===== src/include/fir_defines.svh =====
`ifndef FIR_DEFINES_SVH
`define FIR_DEFINES_SVH

////////////////////////////////////////////////////////////////////////////
// FIR filter sizing.
////////////////////////////////////////////////////////////////////////////

// Width of one signed input sample.
`define FIR_NB_SAMPLE   8

// Width of one signed coefficient.
`define FIR_NB_COEFF    8

// Number of taps in the delay line and in the coefficient bank.
`define FIR_NTAPS       8

// Fractional bits of a coefficient, so 64 stands for a gain of 1.0.
`define FIR_COEFF_FRAC  6

// Width of one signed output sample after rounding and saturation.
`define FIR_NB_OUT      8

`endif

===== src/source/fir_coeff_pkg.sv =====
`include "fir_defines.svh"

package fir_coeff_pkg;

    // Number of bits needed to address one tap of the bank.
    localparam int NB_TAP_IDX = $clog2(`FIR_NTAPS);

    ////////////////////////////////////////////////////////////////////////////
    // Coefficient storage types.
    ////////////////////////////////////////////////////////////////////////////

    // Signed fixed point value with FIR_COEFF_FRAC fractional bits.
    typedef logic signed [`FIR_NB_COEFF-1:0] coeff_t;

    // Entry k multiplies tap k of the delay line.
    typedef coeff_t [`FIR_NTAPS-1:0] coeff_vec_t;

    typedef logic [NB_TAP_IDX-1:0] tap_idx_t;

    // One write into the bank.
    // The entry selected by idx takes coeff on the clock edge where en is high.
    typedef struct packed {
        logic     en;
        tap_idx_t idx;
        coeff_t   coeff;
    } coeff_wr_t;

endpackage


===== src/source/fir_sample_pkg.sv =====
`include "fir_defines.svh"

package fir_sample_pkg;

    // Derived datapath widths.
    // A product needs the sum of both operand widths, and the adder tree
    // grows by one bit per doubling of the tap count.
    localparam int NB_PRODUCT = `FIR_NB_SAMPLE + `FIR_NB_COEFF;
    localparam int NB_SUM     = NB_PRODUCT + $clog2(`FIR_NTAPS);

    ////////////////////////////////////////////////////////////////////////////
    // Scalar types.
    ////////////////////////////////////////////////////////////////////////////
    typedef logic signed [`FIR_NB_SAMPLE-1:0] sample_t;
    typedef logic signed [NB_PRODUCT-1:0]     product_t;
    typedef logic signed [NB_SUM-1:0]         sum_t;
    typedef logic signed [`FIR_NB_OUT-1:0]    out_t;

    // Index 0 is the newest sample.
    typedef sample_t  [`FIR_NTAPS-1:0] tap_vec_t;
    typedef product_t [`FIR_NTAPS-1:0] product_vec_t;

    ////////////////////////////////////////////////////////////////////////////
    // Valid-tagged beats passed between pipeline stages.
    ////////////////////////////////////////////////////////////////////////////
    typedef struct packed {
        sample_t      data;
        logic         valid;
    } sample_beat_t;

    typedef struct packed {
        product_vec_t products;
        logic         valid;
    } product_beat_t;

    typedef struct packed {
        sum_t         sum;
        logic         valid;
    } sum_beat_t;

endpackage


===== src/source/fir_filter_top.sv =====
`timescale 1ns/1ps
`include "fir_defines.svh"

module fir_filter_top
(
    input  logic                         clock,
    input  logic                         i_reset,
    input  fir_sample_pkg::sample_beat_t i_sample,
    input  fir_coeff_pkg::coeff_wr_t     i_coeff_wr,
    output fir_sample_pkg::out_t         o_result,
    output logic                         o_valid
);

    import fir_sample_pkg::*;
    import fir_coeff_pkg::*;

    ////////////////////////////////////////////////////////////////////////////
    // Inter-stage signals.
    ////////////////////////////////////////////////////////////////////////////

    // Latency from input beat to o_valid is four cycles.
    // Delay line, products, sum and output each add one register.
    tap_vec_t      taps;
    logic          tap_valid;
    coeff_vec_t    coeffs;
    product_beat_t products;
    sum_beat_t     sum;

    ////////////////////////////////////////////////////////////////////////////
    // Front end.
    ////////////////////////////////////////////////////////////////////////////

    sample_delay_line
    #(
        .NB_DATA (`FIR_NB_SAMPLE),
        .DELAY   (`FIR_NTAPS)
    )
    u_sample_delay_line
    (
        .clock   (clock),
        .i_reset (i_reset),
        .i_data  (i_sample.data),
        .i_valid (i_sample.valid),
        .o_taps  (taps),
        .o_valid (tap_valid)
    );

    // Coefficients can be rewritten at any time.
    coeff_bank u_coeff_bank
    (
        .clock    (clock),
        .i_reset  (i_reset),
        .i_wr     (i_coeff_wr),
        .o_coeffs (coeffs)
    );

    ////////////////////////////////////////////////////////////////////////////
    // Arithmetic pipeline.
    ////////////////////////////////////////////////////////////////////////////

    tap_multiplier u_tap_multiplier
    (
        .clock      (clock),
        .i_reset    (i_reset),
        .i_taps     (taps),
        .i_valid    (tap_valid),
        .i_coeffs   (coeffs),
        .o_products (products)
    );

    product_adder u_product_adder
    (
        .clock      (clock),
        .i_reset    (i_reset),
        .i_products (products),
        .o_sum      (sum)
    );

    output_quantizer u_output_quantizer
    (
        .clock    (clock),
        .i_reset  (i_reset),
        .i_sum    (sum),
        .o_result (o_result),
        .o_valid  (o_valid)
    );

endmodule


===== src/source/output_quantizer.sv =====
`timescale 1ns/1ps
`include "fir_defines.svh"

module output_quantizer
(
    input  logic                      clock,
    input  logic                      i_reset,
    input  fir_sample_pkg::sum_beat_t i_sum,
    output fir_sample_pkg::out_t      o_result,
    output logic                      o_valid
);

    import fir_sample_pkg::*;

    // One guard bit above the sum, so adding the rounding constant can
    // never overflow.
    localparam int NB_RND = $bits(sum_t) + 1;

    // Half an output LSB, expressed in coefficient fractional units.
    localparam logic signed [NB_RND-1:0] ROUND_HALF = 1 << (`FIR_COEFF_FRAC - 1);

    // Limits of the signed output range.
    localparam logic signed [NB_RND-1:0] OUT_MAX = 2**(`FIR_NB_OUT - 1) - 1;
    localparam logic signed [NB_RND-1:0] OUT_MIN = -(2**(`FIR_NB_OUT - 1));

    ////////////////////////////////////////////////////////////////////////////
    // Round, shift and saturate.
    ////////////////////////////////////////////////////////////////////////////

    logic signed [NB_RND-1:0] rounded;
    logic signed [NB_RND-1:0] shifted;
    out_t                     sat_comb;

    // Round half up, then an arithmetic shift removes the fractional bits.
    // Negative halves therefore round toward plus infinity.
    always_comb
    begin
        rounded = NB_RND'(i_sum.sum) + ROUND_HALF;
        shifted = rounded >>> `FIR_COEFF_FRAC;
        if (shifted > OUT_MAX)
            sat_comb = out_t'(OUT_MAX);
        else if (shifted < OUT_MIN)
            sat_comb = out_t'(OUT_MIN);
        else
            sat_comb = out_t'(shifted);
    end

    ////////////////////////////////////////////////////////////////////////////
    // Output register.
    ////////////////////////////////////////////////////////////////////////////

    // The result only moves on a valid beat and holds between beats.
    always_ff @(posedge clock)
    begin
        if (i_reset)
        begin
            o_result <= '0;
            o_valid  <= 1'b0;
        end
        else
        begin
            o_valid <= i_sum.valid;
            if (i_sum.valid)
                o_result <= sat_comb;
        end
    end

endmodule


===== src/source/product_adder.sv =====
`timescale 1ns/1ps
`include "fir_defines.svh"

module product_adder
(
    input  logic                          clock,
    input  logic                          i_reset,
    input  fir_sample_pkg::product_beat_t i_products,
    output fir_sample_pkg::sum_beat_t     o_sum
);

    import fir_sample_pkg::*;

    ////////////////////////////////////////////////////////////////////////////
    // Accumulation.
    ////////////////////////////////////////////////////////////////////////////

    sum_t sum_comb;
    sum_t sum_reg;
    logic valid_reg;

    // The sum is wide enough for every product at its extreme value,
    // so it can never wrap.
    // Each product is sign extended before it is added.
    always_comb
    begin
        sum_comb = '0;
        for (int k = 0; k < `FIR_NTAPS; k++)
            sum_comb = sum_comb + $signed(i_products.products[k]);
    end

    ////////////////////////////////////////////////////////////////////////////
    // Stage register.
    ////////////////////////////////////////////////////////////////////////////

    // Sum payload follows the valid beat.
    always_ff @(posedge clock)
    begin
        if (i_products.valid)
            sum_reg <= sum_comb;
    end

    always_ff @(posedge clock)
    begin
        if (i_reset)
            valid_reg <= 1'b0;
        else
            valid_reg <= i_products.valid;
    end

    assign o_sum.sum   = sum_reg;
    assign o_sum.valid = valid_reg;

endmodule


===== src/source/tap_multiplier.sv =====
`timescale 1ns/1ps
`include "fir_defines.svh"

module tap_multiplier
(
    input  logic                          clock,
    input  logic                          i_reset,
    input  fir_sample_pkg::tap_vec_t      i_taps,
    input  logic                          i_valid,
    input  fir_coeff_pkg::coeff_vec_t     i_coeffs,
    output fir_sample_pkg::product_beat_t o_products
);

    import fir_sample_pkg::*;

    ////////////////////////////////////////////////////////////////////////////
    // Parallel multipliers.
    ////////////////////////////////////////////////////////////////////////////

    product_vec_t prod_comb;
    product_vec_t prod_reg;
    logic         valid_reg;

    // Both operands are signed, and the product is sized to hold the full
    // range, so no bits are lost here.
    always_comb
    begin
        for (int k = 0; k < `FIR_NTAPS; k++)
            prod_comb[k] = $signed(i_taps[k]) * $signed(i_coeffs[k]);
    end

    ////////////////////////////////////////////////////////////////////////////
    // Stage register.
    ////////////////////////////////////////////////////////////////////////////

    // Products are only captured on a valid beat.
    // This keeps the register quiet during idle cycles.
    always_ff @(posedge clock)
    begin
        if (i_valid)
            prod_reg <= prod_comb;
    end

    always_ff @(posedge clock)
    begin
        if (i_reset)
            valid_reg <= 1'b0;
        else
            valid_reg <= i_valid;
    end

    assign o_products.products = prod_reg;
    assign o_products.valid    = valid_reg;

endmodule


===== src/source/coeff_bank.sv =====
`timescale 1ns/1ps
`include "fir_defines.svh"

module coeff_bank
(
    input  logic                       clock,
    input  logic                       i_reset,
    input  fir_coeff_pkg::coeff_wr_t   i_wr,
    output fir_coeff_pkg::coeff_vec_t  o_coeffs
);

    import fir_coeff_pkg::*;

    ////////////////////////////////////////////////////////////////////////////
    // Coefficient registers.
    ////////////////////////////////////////////////////////////////////////////

    coeff_vec_t coeff_reg;

    // Each tap has its own register with a decoded write enable.
    // A write lands on the next edge, so the multiplier sees the new value
    // from the following cycle on.
    always_ff @(posedge clock)
    begin
        for (int k = 0; k < `FIR_NTAPS; k++)
        begin
            if (i_reset)
                coeff_reg[k] <= '0;
            else if (i_wr.en && (i_wr.idx == tap_idx_t'(k)))
                coeff_reg[k] <= i_wr.coeff;
        end
    end

    // The whole bank is visible every cycle.
    // There is no read port, since the multiplier needs all entries at once.
    assign o_coeffs = coeff_reg;

endmodule


===== src/source/sample_delay_line.sv =====
`timescale 1ns/1ps

module sample_delay_line
#(
    parameter NB_DATA = 8,
    parameter DELAY   = 8
)
(
    input  logic                       clock,
    input  logic                       i_reset,
    input  fir_sample_pkg::sample_t    i_data,
    input  logic                       i_valid,
    output fir_sample_pkg::tap_vec_t   o_taps,
    output logic                       o_valid
);

    ////////////////////////////////////////////////////////////////////////////
    // Shift register.
    ////////////////////////////////////////////////////////////////////////////

    // One register per tap, with entry 0 holding the newest sample.
    logic [NB_DATA-1:0] shift_reg [DELAY];

    // The valid strobe works as a clock enable.
    // Idle cycles leave the taps untouched, so the filter only ever sees
    // accepted samples.
    always_ff @(posedge clock)
    begin
        if (i_reset)
        begin
            for (int k = 0; k < DELAY; k++)
                shift_reg[k] <= '0;
        end
        else if (i_valid)
        begin
            shift_reg[0] <= i_data;
            for (int k = 1; k < DELAY; k++)
                shift_reg[k] <= shift_reg[k-1];
        end
    end

    // Flags the cycle in which the taps hold a freshly shifted sample.
    always_ff @(posedge clock)
    begin
        if (i_reset)
            o_valid <= 1'b0;
        else
            o_valid <= i_valid;
    end

    // Every stage is exposed, not only the last one.
    for (genvar k = 0; k < DELAY; k++)
    begin : g_taps
        assign o_taps[k] = shift_reg[k];
    end

endmodule


===== config.mk =====
export PLATFORM = sky130hd
export DESIGN_NAME = fir_filter_top
export DESIGN_NICKNAME = d
export VERILOG_FILES = /design/src/source/fir_coeff_pkg.sv /design/src/source/fir_sample_pkg.sv /design/src/source/fir_filter_top.sv /design/src/source/output_quantizer.sv /design/src/source/product_adder.sv /design/src/source/tap_multiplier.sv /design/src/source/coeff_bank.sv /design/src/source/sample_delay_line.sv
export VERILOG_INCLUDE_DIRS = /design/src /design/src/include
export SDC_FILE = /design/constraint.sdc
export NUM_CORES = 2
export LEC_CHECK = 0
export BUFFER_PORTS_ARGS = -buffer_cell sky130_fd_sc_hd__buf_4
export CAP_MARGIN = 10
export CORE_AREA = 2 2 273 275
export CTS_CLUSTER_SIZE = 40
export DETAILED_ROUTE_END_ITERATION = 10
export DIE_AREA = 0 0 275 277
export GPL_ROUTABILITY_DRIVEN = 1
export GPL_TIMING_DRIVEN = 0
export PLACE_DENSITY = 0.65
export SLEW_MARGIN = 15
export SYNTH_ARGS = -nofsm -noshare
export SYNTH_HDL_FRONTEND = slang
export SYNTH_SLANG_ARGS = --single-unit

===== constraint.sdc =====
create_clock -name clock -period 10.39 [get_ports clock]
set_input_delay 2.078 -clock clock [delete_from_list [all_inputs] [get_ports clock]]
set_output_delay 2.078 -clock clock [all_outputs]
set_load 0.01 [all_outputs]

After elaboration in Yosys (flattened, before gate mapping)
Memory sizes are Yosys's and may differ from the RTL's. Cells that the tools add are included. Widths: inputs -> output; s select.

Register bits: 223. Memory bits (writable): 64. Bits of input ports: 23. Memories kept: 1. Logic and storage cells: 80.

Reductions and logical operators: 9. Add/sub/neg operators: 8. Magnitude comparators: 2. Muxes and demuxes: 15. Bitwise gates (word level): 8. Equal/unequal tests: 7. Multipliers: 8.

Memory list: u_sample_delay_line.shift_reg (depth 8, bits a word 8, rd ports 8, clocked after Yosys merged registers in 0, wr ports 8, RTL line sample_delay_line.sv:22) `logic [NB_DATA-1:0] shift_reg [DELAY];`.

Operator list (count): $mul 8x8->16 (8); $add 19x16->19 (5); $mux 8 (10); $add 19x7->20 const B (1); $add 17x16->18 (1); $add 16x16->17 (1); $gt 14x8->1 const B (1); $lt 14x8->1 const B (1); $eq 3x3->1 const B (4); $logic_and 1x1->1 (8); $or 1x1->1 (8); $eq 3x2->1 const B (2); $mux 1 (5); $eq 3x1->1 const B (1); $logic_not 3->1 (1).

Logic depth before layout (Yosys ltp)
Depth in word-level cells: 7. Gate-level depth with buffers: 23.

By module
A second synthesis with hierarchy kept.

Cells, all modules: 3308. Area, all modules: 34037.6 µm².

By module, submodules not included: tap_multiplier (cells each 2401, area each 23929.2 µm², seq. area each 3863.7 µm², instances 1); product_adder (cells each 448, area each 4249.1 µm², seq. area each 590.6 µm², instances 1); coeff_bank (cells each 235, area each 2603.7 µm², seq. area each 1281.2 µm², instances 1); sample_delay_line (cells each 143, area each 2565.0 µm², seq. area each 1941.9 µm², instances 1); output_quantizer (cells each 81, area each 690.7 µm², seq. area each 180.2 µm², instances 1).

Worst setup path before layout
No wires, ideal clock.

Kind: reg-to-reg. Start: register u_tap_multiplier.prod_reg (netlist bit u_tap_multiplier.o_products[18]). End: register u_product_adder.sum_reg[18], data pin. Library setup time: 0.256 ns. Path slack: 4.691 ns. Data arrival time: 5.443 ns. Buffers on the path: 0. Stages on the path, launching flop included: 24. Cells stage by stage: edfxtp_1 inv_1 fa_1 inv_1 ha_1 inv_1 fa_1 nor2b_1 o31a_1 o221a_4 o21bai_4 mux2i_1 a2111oi_2 fa_1 fa_1 fa_1 inv_1 ha_1 nand2_1 a21oi_1 a211oi_1 o211ai_2 a2111o_1 o211a_1.

Longest elaborated chain between the ends: 7.

RTL lines: start: declaration (RTL line tap_multiplier.sv:21) `product_vec_t prod_reg;`; start signal: assignment (RTL line tap_multiplier.sv:41) `prod_reg <= prod_comb;`; $add 16x16->17 (RTL line product_adder.sv:29) `sum_comb = sum_comb + $signed(i_products.products[k]);`; $add 17x16->18 (RTL line product_adder.sv:29); $add 19x16->19 (5 in series) (RTL line product_adder.sv:29); via u_product_adder.sum_comb[18] (RTL line product_adder.sv:18) `sum_t sum_comb;`; end signal: assignment (RTL line product_adder.sv:40) `sum_reg <= sum_comb;`; end: declaration (RTL line product_adder.sv:19) `sum_t sum_reg;`.

The timed path passes the listed nets, and every way through them passes these cells. A chain may end at the register's enable or synchronous reset.

Worst setup path after layout
Same ends and word-level chain as after synthesis.

==> report_table.html <==
<table>
<tr><th>Metric</th><th>Value</th></tr>
<tr><th colspan="2">GRT</th></tr>
<tr><td>Via count of the first global-routing pass</td><td>22100</td></tr>
<tr><td>Number of antenna violations at the first check in global routing</td><td>8</td></tr>
<tr><td>Global-route wire length before repair</td><td>117000 um</td></tr>
<tr><td>Total global-route track usage</td><td>19.4%</td></tr>
<tr><td>Grt total ovfl</td><td>0</td></tr>
<tr><td>Pin count of the biggest net entering global routing</td><td>54</td></tr>
<tr><th colspan="2">STA</th></tr>
<tr><td>Accumulated negative setup slack</td><td>0 ns</td></tr>
<tr><td>Final period demand of the worst path</td><td>6.34 ns</td></tr>
<tr><td>Post-route clock skew</td><td>0.0290 ns</td></tr>
<tr><td>Transition time at the pin with the least slew margin</td><td>1.03 ns</td></tr>
<tr><td># setup viols final</td><td>0</td></tr>
<tr><td>Fmax</td><td>0.158 GHz</td></tr>
<tr><td>RSZ-0062 raised after global routing</td><td>false</td></tr>
<tr><td>Slew Limit Fails</td><td>0</td></tr>
<tr><td>Post-Route Hold Slack</td><td>0.478 ns</td></tr>
<tr><td>Final hold violation count</td><td>0</td></tr>
<tr><td>Post-route fraction of the period consumed by the critical path</td><td>61.1%</td></tr>
<tr><td>Relative max-transition margin</td><td>31.6%</td></tr>
<tr><th colspan="2">Logic synthesis</th></tr>
<tr><td>FFs w/ async S/R, synth</td><td>0%</td></tr>
<tr><td>Simple-gate share of the synthesized area</td><td>15.8%</td></tr>
<tr><td>Total of flip-flops plus latches after synthesis</td><td>282</td></tr>
<tr><td>Netlist area before placement</td><td>0.0326 sq mm</td></tr>
<tr><td>Main combinational cell family by area after synthesis</td><td>adder cells</td></tr>
<tr><td>Top cells by area in the synthesized netlist</td><td>sky130_fd_sc_hd__fa_1, sky130_fd_sc_hd__edfxtp_1, sky130_fd_sc_hd__ha_1</td></tr>
<tr><td>Fraction of the yosys area taken by sequential cells</td><td>23.6%</td></tr>
<tr><td>Cell count after synthesis</td><td>3201</td></tr>
<tr><td>Ys Warns</td><td>0</td></tr>
<tr><td>Syn_nets</td><td>4013</td></tr>
<tr><td>Number of enable flip-flop cells after synthesis</td><td>206</td></tr>
<tr><td>Post-synthesis cell type with the largest combined area</td><td>sky130_fd_sc_hd__fa_1</td></tr>
<tr><td>Average cell area after synthesis</td><td>10.2 sq um</td></tr>
<tr><td>Mux share of post-synthesis cell area</td><td>0.123%</td></tr>
<tr><td>Adder and majority cell fraction of the synthesized area</td><td>42.3%</td></tr>
<tr><td>Number of different library cells in the post-synthesis netlist</td><td>66</td></tr>
<tr><td>Complex-gate fraction of the synthesized area</td><td>5.88%</td></tr>
<tr><td>Top FF cell, synth</td><td>sky130_fd_sc_hd__edfxtp_1</td></tr>
<tr><td>Yosys top cell area share</td><td>32.2%</td></tr>
<tr><td>Xor-xnor portion of the synthesized cell area</td><td>4.32%</td></tr>
<tr><th colspan="2">Critical path</th></tr>
<tr><td>CP Launch Type</td><td>register</td></tr>
<tr><td>Nature of the critical path endpoint</td><td>register</td></tr>
<tr><td>Crit path arrival time</td><td>6.64 ns</td></tr>
<tr><td>Critical path class</td><td>reg -&gt; reg</td></tr>
<tr><td>Max FO, Critical Path</td><td>4</td></tr>
<tr><td>Endpoint required time on the critical path</td><td>10.68 ns</td></tr>
<tr><th colspan="2">Clock network</th></tr>
<tr><td>Clock input transition at the sequential cells of the worst setup and hold paths</td><td>0.07 ns</td></tr>
<tr><td>Clock tree root buffer cell</td><td>sky130_fd_sc_hd__clkbuf_16</td></tr>
<tr><td>Sink Count</td><td>282</td></tr>
<tr><td>CTS buffer count</td><td>36</td></tr>
<tr><td>Cts repair resizes</td><td>0</td></tr>
<tr><td>Post CTS Setup Buffer Count</td><td>0</td></tr>
<tr><td>H-tree Lvls</td><td>2</td></tr>
<tr><td>TritonCTS clock tree</td><td>yes</td></tr>
<tr><td>Hold bufs inserted after CTS</td><td>0</td></tr>
<tr><td>Worst-skew pair later-pin latency</td><td>0.56 ns</td></tr>
<tr><td>CTS Buffer Depth</td><td>3</td></tr>
<tr><th colspan="2">Route</th></tr>
<tr><td>Number of DRC markers in iteration 0</td><td>1052</td></tr>
<tr><td>Routed wire length</td><td>70600 um</td></tr>
<tr><td>Post-DR vias/cell</td><td>4.97</td></tr>
<tr><td>Number of vias in the routed layout</td><td>21200</td></tr>
<tr><td>Initial DRT Pass Iterations</td><td>5</td></tr>
<tr><td>Post-detailed-route DRC marker count</td><td>0</td></tr>
<tr><td>Number of nets with antenna violations after routing</td><td>0</td></tr>
<tr><td>Mean routed wirelength per cell</td><td>16.6 um</td></tr>
<tr><th colspan="2">Final layout</th></tr>
<tr><td>Number of fill cells</td><td>6883</td></tr>
<tr><td>Area growth, synth to finish</td><td>8.00%</td></tr>
<tr><td>Leading cell type in the layout, fill and taps excluded</td><td>sky130_fd_sc_hd__inv_1</td></tr>
<tr><td>Final layout net count</td><td>4075</td></tr>
<tr><td>Share of cells above drive strength 1</td><td>3.07%</td></tr>
<tr><td>Sequential cell area</td><td>0.00771 sq mm</td></tr>
<tr><td>Flip-flop count of the largest register, all copies and words added</td><td>128</td></tr>
<tr><td>Non-filler cells in the finished layout</td><td>4261</td></tr>
<tr><td>Top library cells by usage in the layout, fill and taps aside</td><td>sky130_fd_sc_hd__inv_1, sky130_fd_sc_hd__fa_1, sky130_fd_sc_hd__and2_1</td></tr>
<tr><td>Area of combinational cells with multiple inputs</td><td>0.0223 sq mm</td></tr>
<tr><th colspan="2">Die</th></tr>
<tr><td>Die Span X</td><td>275 um</td></tr>
<tr><td>Die ar.</td><td>0.0762 sq mm</td></tr>
<tr><td>Effective utilization at floorplan</td><td>44.3%</td></tr>
<tr><td>Top-Level Pins</td><td>32</td></tr>
<tr><td>Core area</td><td>0.0736 sq mm</td></tr>
<tr><td>Site row count</td><td>100</td></tr>
<tr><td>Die height</td><td>277 um</td></tr>
<tr><th colspan="2">Outcome</th></tr>
<tr><td>Run status</td><td>complete, no violations</td></tr>
<tr><th colspan="2">Min path</th></tr>
<tr><td>Hold WC Path Type</td><td>reg -&gt; reg</td></tr>
<tr><th colspan="2">Placement</th></tr>
<tr><td>Final weighted congestion in routability-driven placement</td><td>0.900</td></tr>
<tr><td>Count of placed standard cells including taps</td><td>4194</td></tr>
<tr><td>Port bufs</td><td>21</td></tr>
<tr><td>Post-DP HPWL</td><td>58900 um</td></tr>
<tr><th colspan="2">Power</th></tr>
<tr><td>Max VDD drop</td><td>0.000137 V</td></tr>
<tr><td>Ratio of total power to cell area</td><td>114 mW/mm^2</td></tr>
<tr><td>Leakage</td><td>15.6 nW</td></tr>
<tr><th colspan="2">Run</th></tr>
<tr><td>Count of maximum capacitance violations</td><td>0</td></tr>
</table>
## power breakdown
| part | internal, W | switching [W] |
|---|---|---|
| Combinational | 0.000573 | 0.000743 |
| Clock | 0.000714 | 0.000516 |
| Sequential | 0.00135 | 0.000102 |
## layout make-up
class / count / share of cell area (%)
repair buffers: 24 / 0.661
clock inverters: 12 / 0.270
diodes: 3 / 0.0213
clock buffers: 52 / 2.99
well taps: 969 / 3.44
inverters: 644 / 6.86
multi-input cells: 2231 / 63.4
flip-flops and latches: 282 / 21.9
plain buffers: 44 / 0.469
## worst paths after layout
check                                   endpoint  slack (ns)  depth (start not counted)                       startpoint
hold reg to reg   u_output_quantizer.o_result[3]        0.48                          2   u_output_quantizer.o_result[3]
setup / recovery     u_product_adder.sum_reg[18]        4.05                         23  u_tap_multiplier.o_products[18]
hold / removal    u_output_quantizer.o_result[3]        0.48                          2   u_output_quantizer.o_result[3]
setup reg to reg     u_product_adder.sum_reg[18]        4.05                         23  u_tap_multiplier.o_products[18]
## cell families (layout without fill, tap and decap cells)
logic type      count (synthesis)  after routing
simple gates                  988            988
fa+ha+maj                     789            789
buf+inv                       688            776
compound gates                289            289
flops                         282            282
xor+xnor                      161            161
mux                             4              4
other cells                     0              3
## synthesized netlist by cell type (all sizes together), types with 29 or more instances
master and number:
o21ai 44, ha 265, nor2b 46, a21oi 111, edfxtp 206, inv 644
nor2 69, nand2 338, and2 359, clkbuf 34, nand2b 69, fa 524
dfxtp 76, xor2 29, xnor2 132
## through the flow
stage	cell area (sq um)	util [%]	setup WS [ns]	total power (W)
4_1_cts	35200	47.9	4.01	0.00404
6_report	35200	47.9	4.05	0.00400
2_1_floorplan	32600	-	4.69	0.00246
5_1_grt	35200	47.9	3.60	0.00427
3_5_place_dp	34100	46.3	4.05	0.00279
3_3_place_gp	34000	46.2	4.05	0.00277
## worst max-delay path, stage by stage, from the launching register on
cell and delay (ns):
sky130_fd_sc_hd__edfxtp_1 0.36, sky130_fd_sc_hd__inv_1 0.08, sky130_fd_sc_hd__fa_1 0.41, sky130_fd_sc_hd__inv_1 0.07
sky130_fd_sc_hd__ha_1 0.18, sky130_fd_sc_hd__inv_1 0.07, sky130_fd_sc_hd__fa_1 0.47, sky130_fd_sc_hd__nor2b_1 0.16
sky130_fd_sc_hd__o31a_1 0.24, sky130_fd_sc_hd__o221a_4 0.26, sky130_fd_sc_hd__o21bai_4 0.08, sky130_fd_sc_hd__mux2i_1 0.13
sky130_fd_sc_hd__a2111oi_2 0.59, sky130_fd_sc_hd__fa_1 0.55, sky130_fd_sc_hd__fa_1 0.50, sky130_fd_sc_hd__fa_1 0.48
sky130_fd_sc_hd__inv_1 0.04, sky130_fd_sc_hd__ha_1 0.31, sky130_fd_sc_hd__nand2_1 0.10, sky130_fd_sc_hd__a21oi_1 0.05
sky130_fd_sc_hd__a211oi_1 0.27, sky130_fd_sc_hd__o211ai_2 0.17, sky130_fd_sc_hd__a2111o_1 0.39, sky130_fd_sc_hd__o211a_1 0.13
## per-layer routing
metal | vias to the layer above | track usage, % | share of wire (%) | routed length, um
li1 | 10200 | - | - | -
met1 | 10600 | 26.9 | 46 | 32600
met2 | 325 | 31.4 | 46 | 32800
met3 | 96 | 2.58 | 4.2 | 2970
met4 | 6 | 6.26 | 3.2 | 2250
met5 | - | 0 | 0.047 | 33
Note: power is estimated with default switching activity, not from simulation.
